**config.mk**
```make
export PLATFORM = sky130hd
export DESIGN_NAME = ul_frame_writer
export DESIGN_NICKNAME = d
export VERILOG_FILES = /design/src/hdl/ul_pack_pkg.sv /design/src/hdl/ul_frame_writer.sv
export VERILOG_INCLUDE_DIRS = /design/src /design/src/hdl
export SDC_FILE = /design/constraint.sdc
export NUM_CORES = 1
export LEC_CHECK = 0
export BUFFER_PORTS_ARGS = -buffer_cell sky130_fd_sc_hd__buf_2
export CORE_ASPECT_RATIO = 2
export CORE_UTILIZATION = 34
export CTS_CLUSTER_DIAMETER = 40
export DETAILED_ROUTE_END_ITERATION = 16
export GPL_TIMING_DRIVEN = 0
export PLACE_DENSITY = 0.65
export SLEW_MARGIN = 25
export SYNTH_ARGS = -nofsm -noshare
export SYNTH_HDL_FRONTEND = slang
export SYNTH_SLANG_ARGS = --single-unit
```
**constraint.sdc**
```tcl
create_clock -name clk -period 1.8 [get_ports clk]
set_clock_uncertainty 0.1 [all_clocks]
set_input_delay 0 -clock clk [delete_from_list [all_inputs] [get_ports clk]]
set_output_delay 0 -clock clk [all_outputs]
set_load 0.01 [all_outputs]
```
**src/hdl/ul_pack_settings.svh**
```systemverilog
`ifndef UL_PACK_SETTINGS_SVH
`define UL_PACK_SETTINGS_SVH

// sample and word widths
`define UL_SAMPLE_W        14
`define UL_WORD16_W        16
`define UL_CPRI_W          64
`define UL_NUM_ANT         4

// packet geometry, 12 groups of 8 elements
`define UL_PKT_LEN         96
`define UL_GRP_LEN         8
`define UL_NUM_GRP         12
`define UL_ADDR_W          7

// output address map
// data words sit between the two runs of slot words
`define UL_DATA_ADDR_FIRST 7
`define UL_DATA_ADDR_LAST  90

`endif
```
**src/hdl/ul_pack_pkg.sv**
```systemverilog
`include "ul_pack_settings.svh"

package ul_pack_pkg;

    // --------------------
    // plain vectors
    typedef logic [`UL_SAMPLE_W-1:0]             sample_t;
    typedef logic [`UL_WORD16_W-1:0]             word16_t;
    typedef logic [`UL_ADDR_W-1:0]               beat_addr_t;
    typedef logic [$clog2(`UL_GRP_LEN)-1:0]      re_idx_t;
    typedef logic [$clog2(`UL_NUM_GRP)-1:0]      grp_idx_t;
    typedef logic [`UL_CPRI_W-1:0]               cpri_word_t;

    // --------------------
    // one beat, antenna 0 in the low bits
    typedef struct packed {
        sample_t [`UL_NUM_ANT-1:0] ant;
    } ant_beat_t;

    // header word, exactly one output word wide
    typedef struct packed {
        logic [14:0] pad;
        logic [3:0]  rbg_idx;
        logic [4:0]  rsvd_a;
        logic [3:0]  ch_type;
        logic [7:0]  prb_lo;
        logic        cell_idx;
        logic [6:0]  slot_idx;
        logic [3:0]  sym_idx;
        logic [3:0]  info_hi;
        logic [11:0] rsvd_b;
    } pkt_hdr_t;

    // per-packet config, sampled at sop
    typedef struct packed {
        logic [3:0] ch_type;
        logic       cell_idx;
        logic [6:0] slot_idx;
        logic [3:0] sym_idx;
        logic [8:0] prb_idx;
        logic [7:0] info;
        logic [3:0] rbg_idx;
    } cfg_in_t;

    typedef enum logic {ST_IDLE, ST_RUN} pack_state_t;

endpackage

```
**src/hdl/ul_frame_writer.sv**
```systemverilog
`timescale 1ns/1ps
`include "ul_pack_settings.svh"

module ul_frame_writer
    import ul_pack_pkg::*;
(
    input  logic       clk,
    input  logic       rst,
    input  logic       i_vld,
    input  logic       i_sop,
    input  ant_beat_t  i_beat,
    input  cfg_in_t    i_cfg,
    output logic       o_wr_en,
    output beat_addr_t o_wr_addr,
    output ant_beat_t  o_wr_beat,
    output pkt_hdr_t   o_wr_hdr,
    output logic       o_wr_last
);

    localparam beat_addr_t LAST_BEAT = beat_addr_t'(`UL_PKT_LEN - 1);

    beat_addr_t beat_cnt;
    beat_addr_t cur_addr;
    pkt_hdr_t   hdr_next;

    // sop realigns the count to the packet start
    assign cur_addr = i_sop ? '0 : beat_cnt;

    // --------------------
    // header word built from the sop config
    always_comb
    begin
        hdr_next          = '0;
        hdr_next.rbg_idx  = i_cfg.rbg_idx;
        hdr_next.ch_type  = i_cfg.ch_type;
        hdr_next.prb_lo   = i_cfg.prb_idx[7:0];
        hdr_next.cell_idx = i_cfg.cell_idx;
        hdr_next.slot_idx = i_cfg.slot_idx;
        hdr_next.sym_idx  = i_cfg.sym_idx;
        // only the upper info nibble of antenna 0 is kept
        hdr_next.info_hi  = i_cfg.info[7:4];
    end

    // --------------------
    // beat counter and strobes
    always_ff @(posedge clk)
    begin
        if (rst)
        begin
            beat_cnt  <= '0;
            o_wr_en   <= 1'b0;
            o_wr_last <= 1'b0;
        end
        else
        begin
            o_wr_en   <= i_vld;
            o_wr_last <= i_vld && (cur_addr == LAST_BEAT);
            if (i_vld)
                beat_cnt <= (cur_addr == LAST_BEAT) ? '0 : cur_addr + 1'b1;
        end
    end

    // beat payload and held header
    always_ff @(posedge clk)
    begin
        if (i_vld)
        begin
            o_wr_addr <= cur_addr;
            o_wr_beat <= i_beat;
        end
        if (i_vld && i_sop)
            o_wr_hdr <= hdr_next;
    end

endmodule

```
==> key figures <==
Status
  • Status: complete, no violations

Floorplan
  • Die W: 74.7 µm
  • Cell Rows: between 50 and 60
  • IO Count: around 230
  • Initial core utilization: roughly a third
  • Die Y: ~150 µm
  • DIE AREA: ~11000 µm²
  • Core Box Area: 10200 µm²

Clocking
  • Clk pin slew, worst setup/hold paths: roughly 0.07 ns
  • Num CTS Buffers: 9
  • CTS tree: yes
  • Worst-Skew Late Latency: 0.33 ns
  • Clock buffer depth: 2
  • Setup Buffers After CTS: 0
  • Clk sink count: between 100 and 150
  • CTS H-tree lvls: 3
  • Root buf cell: clkbuf_16

Synth
  • Seq/Total Area, Yosys: ~84%
  • Netlist cell types: 33
  • Yosys Warn Count: 0
  • Mapped Cells: 183
  • Mapped Area: about 3600 µm²
  • Synth area leader: edfxtp_1
  • Synth area leaders: edfxtp_1 (79%), buf_4 (6.7%), dfxtp_1 (5.0%), nor2b_1 (1.0%), nor2_1 (0.73%)
  • Ys async rst share: 0%
  • Top-area cell type share of the netlist area: between 70% and 80%
  • Top_reg_cell synth: edfxtp_1
  • Post-synth EDFFs: 95
  • Syn_area_per_cell: 19.6 µm²
  • Synthesized flop and latch total: between 100 and 150

STA
  • Fmax: 586 MHz
  • Max Slew Vio Count: 0
  • Endpoints failing hold: 0
  • Setup TNS Final: 0 ns
  • Normalized max-slew margin: just under 60%
  • RSZ-0062 raised after global routing: no
  • Slew @ Worst Pin: slightly above 0.6 ns
  • Final Cycle Share: a little over nine tenths
  • Final setup vio count: 0
  • Final min period: 1.71 ns

Placed design
  • GP Congestion: between 0.7 and 0.8
  • Number of buffers inserted by port buffering: roughly 190
  • DP Wirelength: 5.74 mm

Setup path
  • Critical Path Max Stage Delay: between 0.4 and 0.5 ns
  • Crit path cell chain: nor2b_2 -> ha_4 -> nand3_2 -> or4b_1 -> a31oi_1
  • CP Launch Type: flip-flop
  • CP required: ~2.0 ns
  • CP max FO: 4
  • WS Path Type: reg -> reg
  • Critical path's slowest cell: or4b_1
  • CP endpoint kind: flip-flop
  • WP data arrival: between 1.5 and 2 ns

Cells and area
  • Most common cell after layout, fill and taps aside: buf_2
  • Antenna diodes: 0
  • Final core utilization: between 50% and 60%
  • Commonest non-fill, non-tap cells in the layout: buf_2 (188), edfxtp_1 (95), dlygate4sd3_1 (90), buf_4 (32), conb_1 (32)
  • NumNets Final: 600
  • Share of cells above drive strength 1: about half
  • Syn-to-layout area delta: 68.1%

Route
  • DRT antenna net count: 0
  • Via density: around 4.0
  • Initial DRC Count: just under 80
  • DR WL/cell: ~14 µm
  • Via count: about 2600
  • DRC: 0
  • Total Wirelength: 8.92 mm
  • Drt pass-1 iters: 4

Power
  • Cell Pwr Density: about 900 nW/µm²
  • Peak supply drop: approximately 0.51 mV
  • Pwr Total: roughly 5400 µW
  • Leak Pwr: 0.00265 µW

Job
  • Max_cap viols: 0

Global route
  • All-Layer GR Usage: between 10% and 20%
  • GR Overflow Total: 0
  • Largest net degree at the start of global routing: 68
  • Vias in the first global route: around 2700
  • Global-route wire length before repair: 13.2 mm
  • Initial antenna violation count: 0

Hold path
  • Worst Hold Class: in -> reg
[power breakdown]
| part | internal, µW | switching [µW] | total, µW | leakage [µW] |
|---|---|---|---|---|
| clock | 1080 | 830 | 1910 | 0.000138 |
| combinational | 354 | 303 | 658 | 0.00152 |
| sequential | 2810 | 40.5 | 2850 | 0.000993 |
[cells in the mapped netlist (2+ instances only)]
master    number
dfxtp_1        9
and2_1         2
nor2b_1        6
buf_4         32
mux2i_1        2
nor2_1         7
nand2_1        3
buf_2          2
a211oi_1       2
edfxtp_1      95
[worst paths after layout]
check / startpoint / endpoint / slack, ns / cells after the start
hold / removal: i_sop / o_wr_last / 0.05 / 4
setup / recovery: beat_cnt[1] / beat_cnt[4] / 0.09 / 5
hold reg to reg: beat_cnt[0] / beat_cnt[0] / 0.41 / 2
setup reg to reg: beat_cnt[1] / beat_cnt[4] / 0.09 / 5
[layout make-up]
cell class,instances,area [µm²]
fill,824,4180
sequential,104,3030
timing repair buffer,277,1840
multi-input combinational,74,440
buffer,35,254
clock buffer,9,225
tap,135,169
clock inverter,6,67.6
inverter,1,3.75
[critical path, delay by kind of cell, from the launching register on]
family / cells / cell delay [ns]
flip-flops: 1 / 0.34
adder cells (fa/ha/maj): 1 / 0.18
AO/OA/AOI/OAI: 1 / 0.19
AND/OR/NAND/NOR: 3 / 0.81
[metal layers]
layer  vias to the layer above  wire length [µm]  track usage [%]
met1                      1183              2960             15.7
met3                        19               442             4.60
li1                       1258                 -                -
met2                       122              5230             30.4
met5                         -                 0                0
met4                         0               289             9.25
[sequential cells by signal, indices dropped and copies added (netlist names)]
| register | flops |
|---|---|
| o_wr_addr | 7 |
| beat_cnt | 7 |
| o_wr_beat | 56 |
| o_wr_last | 1 |
| o_wr_hdr | 32 |
| o_wr_en | 1 |
[cells by family (layout without fill, tap and decap cells)]
logic type               Yosys count  after routing  synth area share, %
AND/OR/NAND/NOR                   30             30                 5.40
flip-flops                       104            104                 84.5
AO/OA/AOI/OAI                      9              9                 1.92
multiplexers                       2              2                0.558
adder cells (fa/ha/maj)            1              1                0.348
other                              1             32                0.104
buffers and inverters             36            328                 7.18
[metrics by stage]
stage | hold WS (ns) | cell area [µm²] | setup slack (ns) | instances
finish | 0.0542 | 6040 | 0.0946 | 641
global route | 0.0594 | 6040 | 0.0266 | 641
CTS | 0.0347 | 6020 | 0.00369 | 641
detailed placement | 0.0781 | 4810 | -0.524 | 536
floorplan | -0.00113 | 3710 | 0.194 | 214
global placement | 0.0761 | 4810 | -1.38 | 536
[repair_timing]
action / 4_1_cts / 5_1_grt
setup endpoints to repair: 34 / 2
hold buffers: 90 / 0
gates resized for setup: 3 / 4
endpoints found under the hold margin: 92 / 0
Note: power is estimated with default switching activity, not from simulation.
