### src/hdl/ul_pack_settings.svh
`ifndef UL_PACK_SETTINGS_SVH
`define UL_PACK_SETTINGS_SVH

// sample and word widths
`define UL_SAMPLE_W        14
`define UL_WORD16_W        16
`define UL_CPRI_W          64
`define UL_NUM_ANT         4

// packet geometry, 12 groups of 8 elements
`define UL_PKT_LEN         96
`define UL_GRP_LEN         8
`define UL_NUM_GRP         12
`define UL_ADDR_W          7

// output address map
// data words sit between the two runs of slot words
`define UL_DATA_ADDR_FIRST 7
`define UL_DATA_ADDR_LAST  90

`endif
### src/hdl/ul_pack_pkg.sv
`include "ul_pack_settings.svh"

package ul_pack_pkg;

    // --------------------
    // plain vectors
    typedef logic [`UL_SAMPLE_W-1:0]             sample_t;
    typedef logic [`UL_WORD16_W-1:0]             word16_t;
    typedef logic [`UL_ADDR_W-1:0]               beat_addr_t;
    typedef logic [$clog2(`UL_GRP_LEN)-1:0]      re_idx_t;
    typedef logic [$clog2(`UL_NUM_GRP)-1:0]      grp_idx_t;
    typedef logic [`UL_CPRI_W-1:0]               cpri_word_t;

    // --------------------
    // one beat, antenna 0 in the low bits
    typedef struct packed {
        sample_t [`UL_NUM_ANT-1:0] ant;
    } ant_beat_t;

    // header word, exactly one output word wide
    typedef struct packed {
        logic [14:0] pad;
        logic [3:0]  rbg_idx;
        logic [4:0]  rsvd_a;
        logic [3:0]  ch_type;
        logic [7:0]  prb_lo;
        logic        cell_idx;
        logic [6:0]  slot_idx;
        logic [3:0]  sym_idx;
        logic [3:0]  info_hi;
        logic [11:0] rsvd_b;
    } pkt_hdr_t;

    // per-packet config, sampled at sop
    typedef struct packed {
        logic [3:0] ch_type;
        logic       cell_idx;
        logic [6:0] slot_idx;
        logic [3:0] sym_idx;
        logic [8:0] prb_idx;
        logic [7:0] info;
        logic [3:0] rbg_idx;
    } cfg_in_t;

    typedef enum logic {ST_IDLE, ST_RUN} pack_state_t;

endpackage

### src/hdl/ul_cpri_packer.sv
`timescale 1ns/1ps
`include "ul_pack_settings.svh"

module ul_cpri_packer
    import ul_pack_pkg::*;
(
    input  logic       clk,
    input  logic       rst,
    input  logic       i_rd_start,
    input  ant_beat_t  i_rd_beat,
    input  pkt_hdr_t   i_rd_hdr,
    output beat_addr_t o_rd_addr,
    output logic       o_cpri_wen,
    output beat_addr_t o_cpri_waddr,
    output cpri_word_t o_cpri_wdata,
    output logic       o_cpri_wlast
);

    localparam beat_addr_t LAST_BEAT  = beat_addr_t'(`UL_PKT_LEN - 1);
    localparam beat_addr_t DATA_FIRST = beat_addr_t'(`UL_DATA_ADDR_FIRST);
    localparam beat_addr_t DATA_LAST  = beat_addr_t'(`UL_DATA_ADDR_LAST);

    pack_state_t state;
    beat_addr_t  rd_cnt;
    logic        rd_req;

    // stage 1, aligned with the read data
    logic        vld_d1;
    beat_addr_t  addr_d1;
    re_idx_t     re_d1;
    grp_idx_t    grp_d1;
    ant_beat_t   prev_beat;
    word16_t [`UL_NUM_ANT-1:0] pack_word;

    // stage 2
    logic        vld_d2;
    logic        last_d2;
    re_idx_t     re_d2;
    grp_idx_t    grp_d2;
    cpri_word_t  slot_d2;
    word16_t [`UL_NUM_ANT-1:0] pack_d2;
    beat_addr_t  data_addr;

    // low 2k bits of cur above the top of prev
    function automatic word16_t pack_sample(sample_t cur, sample_t prev, re_idx_t k);
        logic [2*`UL_SAMPLE_W-1:0] pair;
        pair = {cur, prev};
        return word16_t'(pair >> (2 * k - 2));
    endfunction

    function automatic cpri_word_t slot_word(grp_idx_t g, pkt_hdr_t hdr);
        case (g)
            grp_idx_t'(0):               return cpri_word_t'(hdr);
            grp_idx_t'(`UL_NUM_GRP - 1): return cpri_word_t'(`UL_PKT_LEN - 1);
            default:                     return '0;
        endcase
    endfunction

    // slots fill 0..6, then 91..95
    function automatic beat_addr_t slot_addr(grp_idx_t g);
        if (g < `UL_DATA_ADDR_FIRST)
            return beat_addr_t'(g);
        return beat_addr_t'(g + `UL_DATA_ADDR_LAST + 1 - `UL_DATA_ADDR_FIRST);
    endfunction

    // --------------------
    // readout sequencing
    // address 0 is already on the bus in the start cycle
    assign rd_req    = (state == ST_RUN) || i_rd_start;
    assign o_rd_addr = rd_cnt;

    always_ff @(posedge clk)
    begin
        if (rst)
        begin
            state  <= ST_IDLE;
            rd_cnt <= '0;
        end
        else
        begin
            case (state)
                ST_IDLE:
                begin
                    if (i_rd_start)
                    begin
                        state  <= ST_RUN;
                        rd_cnt <= rd_cnt + 1'b1;
                    end
                end
                ST_RUN:
                begin
                    if (rd_cnt == LAST_BEAT)
                    begin
                        state  <= ST_IDLE;
                        rd_cnt <= '0;
                    end
                    else
                        rd_cnt <= rd_cnt + 1'b1;
                end
                default: state <= ST_IDLE;
            endcase
        end
    end

    // --------------------
    // packing
    assign re_d1  = re_idx_t'(addr_d1 % `UL_GRP_LEN);
    assign grp_d1 = grp_idx_t'(addr_d1 / `UL_GRP_LEN);

    always_comb
    begin
        for (int a = 0; a < `UL_NUM_ANT; a++)
            pack_word[a] = pack_sample(i_rd_beat.ant[a], prev_beat.ant[a], re_d1);
    end

    always_ff @(posedge clk)
    begin
        if (rst)
        begin
            vld_d1 <= 1'b0;
            vld_d2 <= 1'b0;
        end
        else
        begin
            vld_d1 <= rd_req;
            vld_d2 <= vld_d1;
        end
    end

    always_ff @(posedge clk)
    begin
        addr_d1   <= rd_cnt;
        prev_beat <= i_rd_beat;
        pack_d2   <= pack_word;
        slot_d2   <= slot_word(grp_d1, i_rd_hdr);
        re_d2     <= re_d1;
        grp_d2    <= grp_d1;
        last_d2   <= (addr_d1 == LAST_BEAT);
    end

    // --------------------
    // output writes
    always_ff @(posedge clk)
    begin
        if (rst)
        begin
            o_cpri_wen   <= 1'b0;
            o_cpri_wlast <= 1'b0;
            data_addr    <= DATA_FIRST;
        end
        else
        begin
            o_cpri_wen   <= vld_d2;
            o_cpri_wlast <= vld_d2 && last_d2;
            if (!vld_d2)
                data_addr <= DATA_FIRST;
            else if (re_d2 != '0)
                data_addr <= (data_addr == DATA_LAST) ? DATA_FIRST : data_addr + 1'b1;
        end
    end

    // element 0 of each group carries the slot word
    always_ff @(posedge clk)
    begin
        if (re_d2 == '0)
        begin
            o_cpri_waddr <= slot_addr(grp_d2);
            o_cpri_wdata <= slot_d2;
        end
        else
        begin
            o_cpri_waddr <= data_addr;
            o_cpri_wdata <= pack_d2;
        end
    end

endmodule

### config.mk
export PLATFORM = sky130hd
export DESIGN_NAME = ul_cpri_packer
export DESIGN_NICKNAME = d
export VERILOG_FILES = /design/src/hdl/ul_pack_pkg.sv /design/src/hdl/ul_cpri_packer.sv
export VERILOG_INCLUDE_DIRS = /design/src /design/src/hdl
export SDC_FILE = /design/constraint.sdc
export NUM_CORES = 1
export LEC_CHECK = 0
export BUFFER_PORTS_ARGS = -buffer_cell sky130_fd_sc_hd__buf_2
export CAP_MARGIN = 20
export CELL_PAD_IN_SITES_DETAIL_PLACEMENT = 1
export CELL_PAD_IN_SITES_GLOBAL_PLACEMENT = 1
export CORE_ASPECT_RATIO = 1.1
export CORE_UTILIZATION = 45
export DETAILED_ROUTE_END_ITERATION = 8
export GPL_TIMING_DRIVEN = 0
export MAX_ROUTING_LAYER = met4
export PLACE_DENSITY_LB_ADDON = 0.1
export SLEW_MARGIN = 20
export SYNTH_ARGS = -nofsm -noshare
export SYNTH_HDL_FRONTEND = slang
export SYNTH_SLANG_ARGS = --single-unit
### constraint.sdc
create_clock -name clk -period 6.09 [get_ports clk]
set_clock_uncertainty 0.15 [all_clocks]
set_input_delay 0 -clock clk [delete_from_list [all_inputs] [get_ports clk]]
set_output_delay 0 -clock clk [all_outputs]
set_load 0.005 [all_outputs]
==> results.yml <==
yosys:
  yosys-top-cells-area: "sky130_fd_sc_hd__dfxtp_1, sky130_fd_sc_hd__nand2_1, sky130_fd_sc_hd__and2_1"
  synth.yosys.warnings: 0
  synth.cell_area_um2: 10300
  yosys_register_bits: 289
  synthSimpleGateAreaFrac_pct: 17.5
  synth_mux_area_share_pct: 2.31
  synthesized_area_fraction_occupied_by_ao_oa_aoi_and_oai_cells_pct: 18.6
  synth_top_area_cell: "sky130_fd_sc_hd__dfxtp_1"
  synth_edf_count: 0
  synth_nets: 1203
  syn_inst: 1073
  yosysSeqAreaShare_pct: 56.0
  synth_top_area_share_pct: 56.0
  yosys.area_share.xor_xnor_pct: 1.10
  main_combinational_cell_family_by_area_after_synthesis: "compound AO/OA/AOI/OAI gates"
  top_flip_flop_cell_by_instance_count_after_synthesis: "sky130_fd_sc_hd__dfxtp_1"
  post_synth_fa_ha_maj_area_fraction_pct: 0.848
  yosysUniqueCellTypes: 54
  postSynthAreaPerCell_um2: 9.62
  asyncSetResetFlopFracSynth_pct: 0
clock_network:
  insertion_delay_ns: 0.55
  h-tree-depth: 1
  tritoncts: "built"
  postCtsSetupRepairBufs: 0
  path_clk_slew_ns: 0.07
  clock_sink_count: 289
  tritoncts.num_buffers: 29
  ctsRootBufferMaster: "sky130_fd_sc_hd__clkbuf_16"
  cts_resized: 0
  max-clock-path-buffers: 3
floorplanning:
  die_area_um2: 23600
  placementRows: 57
  die_w_um: 146
  io-pin-count: 203
  floorplan.initialDensity_pct: 46.3
  placeable_core_area_um2: 22300
  die-height_um: 161
power_and_ir_drop:
  vdd.ir_drop.worst_mv: 0.250
  power_leakage_nw: 6.38
  cellPowerDensity_nw_per_um2: 400
routing:
  drt_drc_violations_left: 0
  first_iter_violations: 998
  vias: 10600
  drt_pre_antenna_iters: 6
  route.detailed.vias_per_inst: 5.93
  finalWirelength_um: 48200
  drtAntennaViolNets: 0
  post_drt_wl_per_cell_um: 27.0
finish:
  nFillCells: 2515
  leading_cell_type_in_the_layout_fill_and_taps_excluded: "sky130_fd_sc_hd__dfxtp_1"
  ratio_of_cells_with_drive_above_1_in_the_final_layout_pct: 20.5
  multi_input_comb_area_um2: 4170
  final_area_um2: 14300
  combined_flip_flop_and_latch_cell_area_um2: 5790
  commonest_non_fill_non_tap_cells_in_the_layout: "sky130_fd_sc_hd__dfxtp_1, sky130_fd_sc_hd__nand2_1, sky130_fd_sc_hd__buf_2, sky130_fd_sc_hd__dlygate4sd3_1, sky130_fd_sc_hd__and2_1"
  finalNonFillerCells: 1785
  areaGrowthSynthToFinish_pct: 38.7
  layout.nets: 1596
worst_hold_path:
  min_delay_path_depth: 2
  worstHoldStart: "i_rd_beat[15]"
  timing.hold.worst_endpoint: "prev_beat[15]"
  hp-class: "input pin to flip-flop"
worst_setup_path:
  timing.rr.start: "addr_d1[0]"
  crit_path_top_delay_cell: "sky130_fd_sc_hd__clkbuf_1"
  reg2reg_slack_ns: 2.33
  cp_data_required_time_ns: 6.28
  r2r-end: "pack_d2[16]"
  critical_path.endpoint_type: "flip-flop"
  timing.critical_path.arrival_ns: 3.95
  path_class: "flip-flop to flip-flop"
  worst_setup_sp_type: "flip-flop"
  biggest_cell_delay_along_the_critical_path_ns: 0.72
  chain_of_cells_forming_the_critical_path: "buf_6, inv_1, buf_2, ha_1, buf_2, inv_1, clkbuf_1, clkbuf_1, a21oi_1, o2bb2ai_1"
  reg2reg_depth: 10
  critical_path_maximum_fanout: 10
grt:
  total_routing_resource_utilization_after_global_routing_pct: 41.9
  grt_start_max_net_pins: 15
  grt.overflow.total: 0
  grt_first_pass_wirelength_um: 71000
  grt_pass1_vias: 11500
  grt_antenna_before_repair: 6
place:
  placed_cells: 1571
  placer_congestion_estimate: 0.977
  dpl_cell_area_um2: 11700
  dp.final_hpwl_um: 29200
  port_buffers: 202
sta:
  number_of_pins_with_negative_max_slew_slack_in_the_final_report: 0
  grt_setup_unrepaired: "no"
  fin_setup_tns_ns: 0
  fin_crit_sh_pct: 61.7
  finalWorstPathRequiredPeriod_ns: 3.76
  finalSetupViolCount: 0
  timing_worst_slew_pin_value_ns: 1.02
  slew_margin_rel_pct: 31.9
  final_hold_viol_count: 0
  timing.fmax_ghz: 0.266
job:
  cap_viol_max_count: 0
outcome:
  run_status: "completed"
-- synth_stat cells, types with 3 or more instances --
library cell,instances
sky130_fd_sc_hd__ha_1,7
sky130_fd_sc_hd__and3_1,6
sky130_fd_sc_hd__nand2_1,254
sky130_fd_sc_hd__o2bb2ai_1,10
sky130_fd_sc_hd__nor3_1,3
sky130_fd_sc_hd__a32oi_1,7
sky130_fd_sc_hd__clkbuf_1,39
sky130_fd_sc_hd__xor2_1,11
sky130_fd_sc_hd__a22oi_1,48
sky130_fd_sc_hd__and2_1,63
sky130_fd_sc_hd__o21a_1,4
sky130_fd_sc_hd__mux2i_1,7
sky130_fd_sc_hd__nor2_1,21
sky130_fd_sc_hd__a21o_1,16
sky130_fd_sc_hd__nand4_1,4
sky130_fd_sc_hd__a211oi_1,15
sky130_fd_sc_hd__o221ai_1,7
sky130_fd_sc_hd__a222oi_1,6
sky130_fd_sc_hd__nor2b_1,14
sky130_fd_sc_hd__dfxtp_1,289
sky130_fd_sc_hd__buf_2,23
sky130_fd_sc_hd__nand3_1,25
sky130_fd_sc_hd__a22o_1,25
sky130_fd_sc_hd__buf_6,6
sky130_fd_sc_hd__buf_1,7
sky130_fd_sc_hd__a221oi_1,14
sky130_fd_sc_hd__inv_1,5
sky130_fd_sc_hd__o22ai_1,15
sky130_fd_sc_hd__a21oi_1,57
sky130_fd_sc_hd__a32o_1,11
sky130_fd_sc_hd__mux2_2,13
sky130_fd_sc_hd__o21ai_0,10
-- logic make-up after synthesis --
| group | count (synthesis) |
|---|---|
| compound gates | 261 |
| xor+xnor | 13 |
| fa+ha+maj | 7 |
| buf+inv | 81 |
| flops | 289 |
| mux | 21 |
| simple gates | 401 |
-- repair_timing --
item,CTS,global route
hold endpoints to repair,200,0
hold buffers,159,0
endpoints found under the setup margin,0,0
-- registers in the layout, indices dropped and copies added, names as in the netlist --
name	cells
slot_d2	64
o_rd_addr	7
vld_d2	1
grp_d2	4
vld_d1	1
state	1
pack_d2	64
o_cpri_wlast	1
prev_beat	56
o_cpri_waddr	7
addr_d1	7
data_addr	7
o_cpri_wdata	64
o_cpri_wen	1
last_d2	1
re_d2	3
-- how the worst max path moves through the flow --
stage / cells past startpoint / to / slack (ns) / startpoint
final: 10 / pack_d2[16] / 2.33 / addr_d1[0]
after global routing: 10 / pack_d2[16] / 2.35 / addr_d1[0]
after CTS: 10 / pack_d2[19] / 2.51 / addr_d1[0]
after detailed placement: 10 / pack_d2[19] / 2.59 / addr_d1[0]
after global placement: 10 / pack_d2[16] / 2.64 / addr_d1[0]
after floorplan: 9 / pack_d2[56] / 3.80 / addr_d1[0]
-- area by class of cell --
cell class,instances,share of cell area (%)
sequential,289,40.4
clock buffer,38,5.86
tap,295,2.58
antenna,3,0.0524
clock inverter,14,1.11
timing repair buffer,362,18.2
inverter,5,0.131
multi-input combinational,703,29.1
buffer,76,2.53
-- where the power goes --
group | leakage, nW | switching [mW] | internal (mW)
Sequential | 2.42 | 0.128 | 2.20
Combinational | 3.48 | 0.984 | 0.527
Clock | 0.487 | 0.802 | 1.10
Total | 6.38 | 1.91 | 3.82
-- per-layer routing --
layer | vias up | wire, um | global-route usage [%]
li1 | 4545 | - | -
met1 | 5151 | 18100 | 47.7
met2 | 693 | 23400 | 70.4
met3 | 188 | 4480 | 9.18
met4 | 0 | 2150 | 18.7
met5 | - | 0 | -
-- worst max-delay path, delay by kind of cell, from the launching register on --
kind | cells | cell delay (ns)
AOI/OAI and AO/OA | 2 | 0.39
buffers and inverters | 7 | 2.37
adders and majority gates | 1 | 0.29
DFF | 1 | 0.33
-- per-stage QoR --
step / util (%) / hold slack [ns] / worst slack [ns] / power, mW
4_1_cts: 64.1 / 0.000214 / 2.51 / 5.60
3_5_place_dp: 52.5 / -0.0176 / 2.59 / 3.65
2_1_floorplan: - / -0.122 / 3.80 / 3.02
3_3_place_gp: 52.4 / -0.0230 / 2.64 / 3.62
6_report: 64.2 / 0.00319 / 2.33 / 5.73
5_1_grt: 64.2 / 0.0157 / 2.35 / 5.88
No activity file was read; power rests on OpenSTA's default activity.
